## src/logic/cpuPkg.sv

```systemverilog
`default_nettype none

package cpuPkg;

    //////////////////////////////////////////////////
    // Basic widths
    //////////////////////////////////////////////////
    typedef logic [31:0] wordT;
    typedef logic [4:0]  regIdxT;
    typedef logic [31:0] instrT;
    typedef logic [5:0]  opCodeT;

    // Main decoder ALU operation encodings
    typedef enum logic [3:0] {
        AluRType    = 4'b0000,
        AluAdd      = 4'b0001,
        AluOr       = 4'b0011,
        AluAnd      = 4'b0100,
        AluXor      = 4'b0101,
        AluAddu     = 4'b0111,
        AluSlt      = 4'b1010,
        AluSltu     = 4'b1011,
        AluSpecial2 = 4'b1100,
        AluSpecial3 = 4'b1101
    } aluOpT;

    // All zero means no operation
    typedef struct packed {
        logic  regDst;   // Dest is rd instead of rt
        logic  regWrite;
        logic  aluSrc;   // Operand B from immediate
        logic  signExt;
        aluOpT aluOp;
    } ctrlT;

    typedef struct packed {
        regIdxT dest;
        wordT   data;
    } wbT;

    //////////////////////////////////////////////////
    // Opcodes
    //////////////////////////////////////////////////
    localparam opCodeT OpRType    = 6'b000000;
    localparam opCodeT OpSpecial2 = 6'b011100;  // mul
    localparam opCodeT OpSpecial3 = 6'b011111;  // seb, seh
    localparam opCodeT OpAddi     = 6'b001000;
    localparam opCodeT OpAddiu    = 6'b001001;
    localparam opCodeT OpSlti     = 6'b001010;
    localparam opCodeT OpSltiu    = 6'b001011;
    localparam opCodeT OpAndi     = 6'b001100;
    localparam opCodeT OpOri      = 6'b001101;
    localparam opCodeT OpXori     = 6'b001110;
    localparam opCodeT OpIdle     = 6'b111111;  // Controller state with nothing accepted

    //////////////////////////////////////////////////
    // Function fields
    //////////////////////////////////////////////////
    localparam logic [5:0] FnSll   = 6'b000000;
    localparam logic [5:0] FnSrl   = 6'b000010;
    localparam logic [5:0] FnAdd   = 6'b100000;
    localparam logic [5:0] FnAddu  = 6'b100001;
    localparam logic [5:0] FnSub   = 6'b100010;
    localparam logic [5:0] FnSubu  = 6'b100011;
    localparam logic [5:0] FnAnd   = 6'b100100;
    localparam logic [5:0] FnOr    = 6'b100101;
    localparam logic [5:0] FnXor   = 6'b100110;
    localparam logic [5:0] FnNor   = 6'b100111;
    localparam logic [5:0] FnSlt   = 6'b101010;
    localparam logic [5:0] FnSltu  = 6'b101011;
    localparam logic [5:0] FnMul   = 6'b000010;  // Special2 group
    localparam logic [5:0] FnBshfl = 6'b100000;  // Special3 group

    // Shamt field picks the bshfl variant
    localparam logic [4:0] SelSeb = 5'b10000;
    localparam logic [4:0] SelSeh = 5'b11000;

endpackage

`default_nettype wire

```

## src/logic/alu.sv

```systemverilog
`default_nettype none

module alu (
    input  cpuPkg::aluOpT AluOp,
    input  logic [5:0]    Funct,
    input  logic [4:0]    Shamt,
    input  cpuPkg::wordT  A,
    input  cpuPkg::wordT  B,
    output cpuPkg::wordT  Result
);

    cpuPkg::wordT sum;
    cpuPkg::wordT diff;
    cpuPkg::wordT product;
    logic         ltSigned;
    logic         ltUnsigned;

    // Shared arithmetic
    assign sum        = A + B;
    assign diff       = A - B;
    assign product    = A * B;  // Low word only
    assign ltSigned   = $signed(A) < $signed(B);
    assign ltUnsigned = A < B;

    //////////////////////////////////////////////////
    // Operation select
    //////////////////////////////////////////////////
    always_comb begin
        Result = '0;
        case (AluOp)
            cpuPkg::AluAdd, cpuPkg::AluAddu: Result = sum;
            cpuPkg::AluAnd:                  Result = A & B;
            cpuPkg::AluOr:                   Result = A | B;
            cpuPkg::AluXor:                  Result = A ^ B;
            cpuPkg::AluSlt:                  Result = {31'b0, ltSigned};
            cpuPkg::AluSltu:                 Result = {31'b0, ltUnsigned};

            cpuPkg::AluRType: begin
                case (Funct)
                    cpuPkg::FnAdd, cpuPkg::FnAddu: Result = sum;
                    cpuPkg::FnSub, cpuPkg::FnSubu: Result = diff;
                    cpuPkg::FnAnd:  Result = A & B;
                    cpuPkg::FnOr:   Result = A | B;
                    cpuPkg::FnXor:  Result = A ^ B;
                    cpuPkg::FnNor:  Result = ~(A | B);
                    cpuPkg::FnSlt:  Result = {31'b0, ltSigned};
                    cpuPkg::FnSltu: Result = {31'b0, ltUnsigned};
                    cpuPkg::FnSll:  Result = B << Shamt;  // Shifts act on rt
                    cpuPkg::FnSrl:  Result = B >> Shamt;
                    default:        Result = '0;
                endcase
            end

            cpuPkg::AluSpecial2: begin
                if (Funct == cpuPkg::FnMul) begin
                    Result = product;
                end
            end

            cpuPkg::AluSpecial3: begin
                // Byte or half-word sign extension of rt
                if (Funct == cpuPkg::FnBshfl) begin
                    case (Shamt)
                        cpuPkg::SelSeb: Result = {{24{B[7]}}, B[7:0]};
                        cpuPkg::SelSeh: Result = {{16{B[15]}}, B[15:0]};
                        default:        Result = '0;
                    endcase
                end
            end

            default: Result = '0;
        endcase
    end

endmodule

`default_nettype wire

```

## src/logic/datapathController.sv

```systemverilog
`default_nettype none

module datapathController (
    input  logic           Clk,
    input  logic           Rst,
    input  logic           InstrValid,
    input  cpuPkg::opCodeT OpCode,
    output cpuPkg::ctrlT   Ctrl
);

    cpuPkg::opCodeT state;

    //////////////////////////////////////////////////
    // State register
    //////////////////////////////////////////////////
    always_ff @(posedge Clk or posedge Rst) begin
        if (Rst) begin
            state <= cpuPkg::OpIdle;
        end else if (InstrValid) begin
            state <= OpCode;          // Last accepted opcode
        end else begin
            state <= cpuPkg::OpIdle;  // Gap in the stream
        end
    end

    //////////////////////////////////////////////////
    // Output decode
    //////////////////////////////////////////////////
    always_comb begin
        Ctrl = '0;
        case (state)
            cpuPkg::OpIdle: begin
                Ctrl = '0;
            end
            cpuPkg::OpRType: begin
                Ctrl.regDst   = 1'b1;
                Ctrl.regWrite = 1'b1;
                Ctrl.aluOp    = cpuPkg::AluRType;
            end
            cpuPkg::OpSpecial2: begin
                Ctrl.regDst   = 1'b1;
                Ctrl.regWrite = 1'b1;
                Ctrl.aluOp    = cpuPkg::AluSpecial2;
            end
            cpuPkg::OpSpecial3: begin
                Ctrl.regDst   = 1'b1;  // seb and seh write rd
                Ctrl.regWrite = 1'b1;
                Ctrl.aluOp    = cpuPkg::AluSpecial3;
            end
            cpuPkg::OpAddi, cpuPkg::OpAddiu: begin
                Ctrl.regWrite = 1'b1;
                Ctrl.aluSrc   = 1'b1;
                Ctrl.signExt  = 1'b1;
                // No overflow trap, so both behave the same
                Ctrl.aluOp    = (state == cpuPkg::OpAddi) ? cpuPkg::AluAdd : cpuPkg::AluAddu;
            end
            cpuPkg::OpSlti, cpuPkg::OpSltiu: begin
                Ctrl.regWrite = 1'b1;
                Ctrl.aluSrc   = 1'b1;
                Ctrl.signExt  = 1'b1;  // sltiu still sign-extends
                Ctrl.aluOp    = (state == cpuPkg::OpSlti) ? cpuPkg::AluSlt : cpuPkg::AluSltu;
            end
            cpuPkg::OpAndi: begin
                Ctrl.regWrite = 1'b1;
                Ctrl.aluSrc   = 1'b1;
                Ctrl.aluOp    = cpuPkg::AluAnd;
            end
            cpuPkg::OpOri: begin
                Ctrl.regWrite = 1'b1;
                Ctrl.aluSrc   = 1'b1;
                Ctrl.aluOp    = cpuPkg::AluOr;
            end
            cpuPkg::OpXori: begin
                Ctrl.regWrite = 1'b1;
                Ctrl.aluSrc   = 1'b1;
                Ctrl.aluOp    = cpuPkg::AluXor;
            end
            default: begin
                Ctrl = '0;  // Unknown opcode writes nothing
            end
        endcase
    end

endmodule

`default_nettype wire

```

## src/logic/executeStage.sv

```systemverilog
`default_nettype none

module executeStage (
    input  logic           Clk,
    input  logic           Rst,
    input  logic           InstrValid,
    input  cpuPkg::instrT  Instr,
    input  cpuPkg::ctrlT   Ctrl,
    output cpuPkg::regIdxT RsAddr,
    output cpuPkg::regIdxT RtAddr,
    input  cpuPkg::wordT   RsData,
    input  cpuPkg::wordT   RtData,
    output logic           WrEn,
    output cpuPkg::wbT     WrBack
);

    cpuPkg::instrT  instrReg;
    logic           pending;
    cpuPkg::wordT   immExt;
    cpuPkg::wordT   operandB;
    cpuPkg::wordT   aluResult;
    cpuPkg::regIdxT dest;

    //////////////////////////////////////////////////
    // Instruction register
    //////////////////////////////////////////////////
    always_ff @(posedge Clk or posedge Rst) begin
        if (Rst) begin
            pending <= 1'b0;
        end else begin
            pending <= InstrValid;  // Same edge as the controller state
        end
    end

    always_ff @(posedge Clk) begin
        if (InstrValid) begin
            instrReg <= Instr;
        end
    end

    assign RsAddr = instrReg[25:21];
    assign RtAddr = instrReg[20:16];

    // Logical immediates zero-extend
    assign immExt = Ctrl.signExt ? {{16{instrReg[15]}}, instrReg[15:0]}
                                 : {16'b0, instrReg[15:0]};

    // Shifts and seb/seh keep aluSrc low, so B carries rt
    assign operandB = Ctrl.aluSrc ? immExt : RtData;

    alu aluInst (
        .AluOp  (Ctrl.aluOp),
        .Funct  (instrReg[5:0]),
        .Shamt  (instrReg[10:6]),
        .A      (RsData),
        .B      (operandB),
        .Result (aluResult)
    );

    //////////////////////////////////////////////////
    // Writeback
    //////////////////////////////////////////////////
    assign dest = Ctrl.regDst ? instrReg[15:11] : instrReg[20:16];

    assign WrEn        = pending & Ctrl.regWrite & (dest != '0);  // Never strobe r0
    assign WrBack.dest = dest;
    assign WrBack.data = aluResult;

endmodule

`default_nettype wire

```

## src/logic/mipsCore.sv

```systemverilog
`default_nettype none

module mipsCore (
    input  logic          Clk,
    input  logic          Rst,
    input  logic          InstrValid,
    input  cpuPkg::instrT Instr,
    output logic          WbValid,
    output cpuPkg::wbT    Wb
);

    cpuPkg::ctrlT   ctrl;
    cpuPkg::regIdxT rsAddr;
    cpuPkg::regIdxT rtAddr;
    cpuPkg::wordT   rsData;
    cpuPkg::wordT   rtData;

    datapathController ctrlInst (
        .Clk        (Clk),
        .Rst        (Rst),
        .InstrValid (InstrValid),
        .OpCode     (Instr[31:26]),  // Opcode field
        .Ctrl       (ctrl)
    );

    executeStage exInst (
        .Clk        (Clk),
        .Rst        (Rst),
        .InstrValid (InstrValid),
        .Instr      (Instr),
        .Ctrl       (ctrl),
        .RsAddr     (rsAddr),
        .RtAddr     (rtAddr),
        .RsData     (rsData),
        .RtData     (rtData),
        .WrEn       (WbValid),
        .WrBack     (Wb)
    );

    // Write port shares the external writeback
    registerFile rfInst (
        .Clk    (Clk),
        .Rst    (Rst),
        .RsAddr (rsAddr),
        .RtAddr (rtAddr),
        .RsData (rsData),
        .RtData (rtData),
        .WrEn   (WbValid),
        .WrBack (Wb)
    );

endmodule

`default_nettype wire

```

## src/logic/registerFile.sv

```systemverilog
`default_nettype none

module registerFile (
    input  logic           Clk,
    input  logic           Rst,
    input  cpuPkg::regIdxT RsAddr,
    input  cpuPkg::regIdxT RtAddr,
    output cpuPkg::wordT   RsData,
    output cpuPkg::wordT   RtData,
    input  logic           WrEn,
    input  cpuPkg::wbT     WrBack
);

    cpuPkg::wordT regMem [32];

    //////////////////////////////////////////////////
    // Write port
    //////////////////////////////////////////////////
    always_ff @(posedge Clk or posedge Rst) begin
        if (Rst) begin
            for (int i = 0; i < 32; i++) begin
                regMem[i] <= '0;
            end
        end else if (WrEn && (WrBack.dest != '0)) begin
            // Register 0 is never written
            regMem[WrBack.dest] <= WrBack.data;
        end
    end

    // Read ports need no bypass
    // Writes land at the edge before the next read
    assign RsData = regMem[RsAddr];
    assign RtData = regMem[RtAddr];

endmodule

`default_nettype wire

```

## config.mk

```make
export PLATFORM = sky130hd
export DESIGN_NAME = mipsCore
export DESIGN_NICKNAME = d
export VERILOG_FILES = /design/src/logic/cpuPkg.sv /design/src/logic/alu.sv /design/src/logic/datapathController.sv /design/src/logic/executeStage.sv /design/src/logic/mipsCore.sv /design/src/logic/registerFile.sv
export SDC_FILE = /design/constraint.sdc
export NUM_CORES = 2
export LEC_CHECK = 0
export ABC_AREA = 1
export ABC_CLOCK_PERIOD_IN_PS = 54800
export BUFFER_PORTS_ARGS = -buffer_cell sky130_fd_sc_hd__buf_4
export CELL_PAD_IN_SITES_DETAIL_PLACEMENT = 0
export CELL_PAD_IN_SITES_GLOBAL_PLACEMENT = 1
export CORE_ASPECT_RATIO = 1.5
export CORE_MARGIN = 8
export CORE_UTILIZATION = 40
export CTS_CLUSTER_DIAMETER = 150
export DETAILED_ROUTE_END_ITERATION = 10
export PLACE_DENSITY = 0.8
export SYNTH_ARGS = -nofsm -noshare
export SYNTH_HDL_FRONTEND = slang
export SYNTH_SLANG_ARGS = --single-unit
export TNS_END_PERCENT = 50
```

## constraint.sdc

```tcl
create_clock -name Clk -period 54.8 [get_ports Clk]
set_input_delay 10.96 -clock Clk [delete_from_list [all_inputs] [get_ports Clk]]
set_output_delay 10.96 -clock Clk [all_outputs]
set_load 0.01 [all_outputs]
```

Word-level counts from Yosys, hierarchy flattened
Cells that the tools add are included.
{ "totals": {"latchBits": 0, "ramBits": 0, "output_inout_bits": 38, "regBits": 1057, "mem_count": 0, "romBits": 0} }
{ "op_classes": {"n_shift": 2, "multipliers": 1, "n_reduce_logical": 15, "n_eq_ne": 31, "order_cmp": 6, "bitwise": 9, "div": 0, "muxes": 25, "add_sub_neg": 2} }
{ "op_table": {"columns": ["op", "n"], "rows": [
  ["$bwmux W1024", 1],
  ["$bmux W32 S5", 2],
  ["$pmux W32 S10", 1],
  ["$mux W32", 9],
  ["$pmux W32 S9", 1],
  ["$demux W32 S5", 1],
  ["$lt A32 B32 Y1", 2],
  ["$pmux W32 S2", 1],
  ["$eq A6 B6 Y1 const B", 10],
  ["$eq A6 B4 Y1 const B", 7],
  ["$add A32 B32 Y32", 1],
  ["$and A32 B32 Y32", 1],
  ["$mul A32 B32 Y32", 1],
  ["$not A32 Y32", 1],
  ["$or A32 B32 Y32", 1],
  ["$shl A32 B5 Y32", 1],
  ["$shr A32 B5 Y32", 1],
  ["$sub A32 B32 Y32", 1],
  ["$xor A32 B32 Y32", 1],
  ["$pmux W4 S7", 1],
  ["$ge A6 B6 Y1 const B", 3],
  ["$not A5 Y6", 3],
  ["$eq A4 B4 Y1 const B", 4],
  ["$eq A4 B3 Y1 const B", 3],
  ["other kinds (20)", 33]
]} }

Logic depth before layout (Yosys ltp)
{ "depth": {"depth_word": 10, "mapped_depth": 51} }

Modules after synthesis
Synthesis repeated with hierarchy kept, for this count alone.
{ "hier_totals": {"hier_cells": 12720, "hier_area_um2": 85171.7} }
{ "modules_own_cells": {"columns": ["module", "area_per_inst_um2", "seq_area_each_um2", "instances", "cells_per_inst"], "rows": [
  ["registerFile", 56374.1, 25624.6, 1, 8272],
  ["alu", 27077.2, 0.0, 1, 4269],
  ["executeStage", 1317.5, 805.8, 1, 118],
  ["datapathController", 402.9, 157.7, 1, 61]
]} }

Worst setup path before layout
Ideal clock, no wire load.
{ "synth_path": {"path_kind": "register to output", "start": "reg exInst.instrReg[22]", "end": "out Wb[29] (netlist bit)", "arrival_time_ns": 8.394, "stages_incl_launch_ff": 44, "path_slack_ns": 35.446, "path_buffers": 7, "cell_sequence": "edfxtp_1 > buf_6 > inv_2 > buf_4 > buf_4 > buf_4 > buf_2 > o21ai_1 > a21oi_1 > a211oi_1 > o21ai_0 > nand2_1 > o21ai_1 > clkbuf_1 > nor2_1 > fa_1 > fa_1 > fa_1 > (+8 left out) > fa_1 > ha_1 > a21oi_1 > o21ai_0 > a21oi_1 > nand3_1 > nand2_1 > inv_1 > o21ai_0 > nand2_1 > nand2_1 > a21oi_1 > nand3_1 > nand2_1 > or2_2 > a21oi_1 > nand2_1 > buf_2"} }
{ "synth_rtl": {"columns": ["element", "line_no", "text"], "rows": [
  ["from (decl)", "executeStage.sv:17", "cpuPkg::instrT instrReg;"],
  ["from (signal assigned)", "executeStage.sv:37", "instrReg <= Instr;"],
  ["to (decl)", "mipsCore.sv:9", "output cpuPkg::wbT Wb"]
]} }

==> results.md <==
- Status: completed
- Syn_area_per_cell: 6.835 um2
- Core Util, Final: 43.05%
- Combinational power share: slightly above 70%
- Drt total wl: 427.9 mm
- Slew headroom: 6.474%
- Simple logic cell fraction of the synthesized area: 28.24%
- Switch share: 53.53%
- Clk slew on worst S/H paths: 70 ps
- Worst Max-Slew Pin Slew: 1388 ps
- Met2 usage: 56.91%
- GRT busiest layer: met2
- CP Class: reg -> out
- Crit start category: register
- Reg2reg path depth: 41
- Top cell type by total area after synthesis: dfrtp_1
- IO Pins: 73
- Number of buffers created by CTS: 112
- Met3 usage: approximately 8.8%
- Detail Route Antenna Nets: 0
- Setup TNS: 0 ps
- Via count: about 90000
- Slowest cell on the critical path: buf_4
- Initial antenna violation count: 25
- Placer Congestion: 1.092
- Synth Area in Adders: about 13%
- Max_cap viols: 0
- Area of the multi-input gates: 48690 um2
- Overflow after GRT: 0
- Reg2Reg Setup Slack: 41610 ps
- Synth unique cells: 60
- Total global-route track usage: 36.53%
- Yosys reg bits: 1057
- Fmax achieved: 0.04038 GHz
- Reg2reg end: rfInst.regMem[956]
- Hold buffer count at CTS: 0
- Root buf cell: clkbuf_16
- Sink Count: 1057
- Seq pwr share: 14.4%
- CTS HTree Levels: 3
- Top post-synthesis cells by count: 3823 x nand2_1, 1440 x inv_1, 1328 x nand3_1, 1316 x o21ai_0, 1025 x dfrtp_1
- Cell Pwr Density: 61.26 nW/um2
- DRC: 0
- Violation count after the first detailed-route iteration: 11631
- Hold Path Class: reg -> reg
- RSZ-0062 raised after global routing: no
- Hold_ws: a little under 400 ps
- Origin of the critical flop-to-flop path: exInst.instrReg[16]
- Port Buf Inserts: 72
- Fin crit period: 24760 ps
- Synth Area in Compound Gates: 15.26%
- Sequential area share after synthesis: about 31%
- Register area: 26590 um2
- Wire per inst: 28.73 um
- Dpl hpwl: 282.2 mm
- Clock Latency Late Sink: 780 ps
- Area growth syn-to-layout: 7.262%
- PnR Total Power: 0.005581 W
- Largest net degree at the start of global routing: 178
- Final #Nets: 12620
- Syn nets: approximately 13000
- CP peak stage delay: roughly 730 ps
- Die X: 392.2 um
- Mapped Cells: 12427
- XOR/XNOR Fraction of Synth Area: less than 1%
- First element of the critical path: exInst.instrReg[16]
- Via/cell ratio: 5.969
- Clock group share of total power: 14.8%
- Post-CTS resize count: 0
- Vias in the first global route: about 86000
- Initial Util: 40.14%
- Num rows: between 200 and 250
- Worst setup endpoint: Wb[31]
- Pleak: 43.57 nW
- Net load switching power: 0.002988 W
- Largest family of logic cells by synthesized area: simple AND/OR/NAND/NOR gates
- CTS tree: built
- Share of cells above drive strength 1: 5.559%
- Count leader, synth: nand2_1
- Ys flop type: dfrtp_1
- First-pass GRT wire length: 610.8 mm
- Max VDD drop: 0.1207 mV
- CP max FO: ~110
- Pint: about 0.0026 W
- Yosys warns: 0
- Die H: between 500 and 600 um
- FILL cells: approximately 22000
- Setup Buffers After CTS: 0
- Arrival @ worst endpoint: 13800 ps
- Area of the die: 227600 um2
- Crit-path most repeated cell: fa_1
- Core area: 211600 um2
- WP data required: 43840 ps
- Post-synthesis mux area share: 0.09428%
- DRT Pass-1 Iters: 7
- Synth top area share: 30.20%
- Fin. Hold Viols: 0
- CTS max path bufs: 3
- Post-synthesis async set-or-reset flop share: 97.54%
- Final clock skew: 62.39 ps
- Mapped Area: 84940 um2
- # setup viols final: 0
- GRT met1 Usage: 41.26%
- Slew Viols, Final: 0
- Top post-synthesis cells by area: dfrtp_1 30%, nand2_1 17%, fa_1 9.7%, nand3_1 7.8%, o21ai_0 7.8%
- Post-route clock period utilization: 45.19%
- Setup crit end kind: primary output
- Post-synth EDFFs: 26
per-layer routing:
metal,wire [um],up-vias
li1,-,38735
met1,146800,42617
met2,191400,5698
met3,42140,1839
met4,47400,10
met5,173,-
how the worst min path moves through the flow:
| stage | slack [ps] | end | cells after the start | startpoint |
|---|---|---|---|---|
| after detailed placement | 370 | rfInst.regMem[1000] | 0 | rfInst.regMem[1000] |
| final | 390 | rfInst.regMem[1004] | 0 | rfInst.regMem[1004] |
| after global routing | 400 | rfInst.regMem[999] | 0 | rfInst.regMem[999] |
| after floorplan | 430 | rfInst.regMem[1000] | 1 | rfInst.regMem[1000] |
| after global placement | 360 | rfInst.regMem[1000] | 0 | rfInst.regMem[1000] |
| after CTS | 380 | rfInst.regMem[1000] | 0 | rfInst.regMem[1000] |
cell usage in the layout, fill, tap and decap left out, types with 22 or more instances in the layout:
cell	synthesis	layout
a21oi_1	690	690
a221oi_1	28	27
a31oi_1	41	41
buf_4	60	315
clkbuf_16	0	113
clkbuf_8	0	39
clkinv_2	0	22
dfrtp_1	1025	1025
edfxtp_1	26	26
fa_1	410	410
ha_1	219	219
inv_1	1440	1428
inv_2	26	28
nand2_1	3823	3821
nand3_1	1328	1326
nand4_1	34	34
nor2_1	560	545
nor3_1	34	22
o211ai_1	93	93
o21ai_0	1316	1311
o21ai_1	125	127
o22ai_1	44	44
or2_2	28	28
xor2_1	39	39
registers in the layout, summed over array words and instances (netlist names):
signal / cells
ctrlInst.state: 6
exInst.instrReg: 26
exInst.pending: 1
rfInst.regMem: 1024
power by group through the flow:
stage / Clock, W / Combinational [W] / Sequential (W)
4_1_cts: 0.000832 / 0.00384 / 0.000805
2_1_floorplan: 0 / 0.00244 / 0.000816
3_3_place_gp: 0 / 0.00381 / 0.000819
3_5_place_dp: 0 / 0.00381 / 0.000820
6_report: 0.000824 / 0.00395 / 0.000806
5_1_grt: 0.000860 / 0.00420 / 0.000806
kinds of logic (layout without fill, tap and decap cells):
| logic type | Yosys count | after routing |
|---|---|---|
| other cells | 0 | 20 |
| flops | 1057 | 1057 |
| compound gates | 2429 | 2429 |
| mux | 8 | 8 |
| fa+ha+maj | 629 | 629 |
| buf+inv | 2404 | 2030 |
| xor+xnor | 48 | 48 |
| simple gates | 5852 | 5852 |
per-stage QoR:
stage / setup WS [ps] / cell area, um2 / std cells
global placement: 31140 / 87070 / 14660
CTS: 30370 / 91000 / 14871
global route: 29690 / 91060 / 14876
finish: 30040 / 91100 / 14894
detailed placement: 31230 / 87070 / 14660
floorplan: 14840 / 84940 / 12427
layout make-up:
type                            instances  share of cell area, %
Sequential cell                      1057                  29.18
Tap cell                             2821                  3.874
Multi-Input combinational cell       8966                  53.45
Inverter                             1487                  6.184
Clock inverter                         41                 0.5576
Timing Repair Buffer                  332                  2.939
Clock buffer                          170                  3.756
Antenna cell                           20                0.05494
critical path, delay by kind of cell (launching register included):
family                     cells  cell delay [ps]
DFF                            1              710
adders and majority gates     10             4550
AOI/OAI and AO/OA              5              930
and+or+nand+nor               16             2340
buffers and inverters         13             4150
No activity file was read; power rests on OpenSTA's default activity.
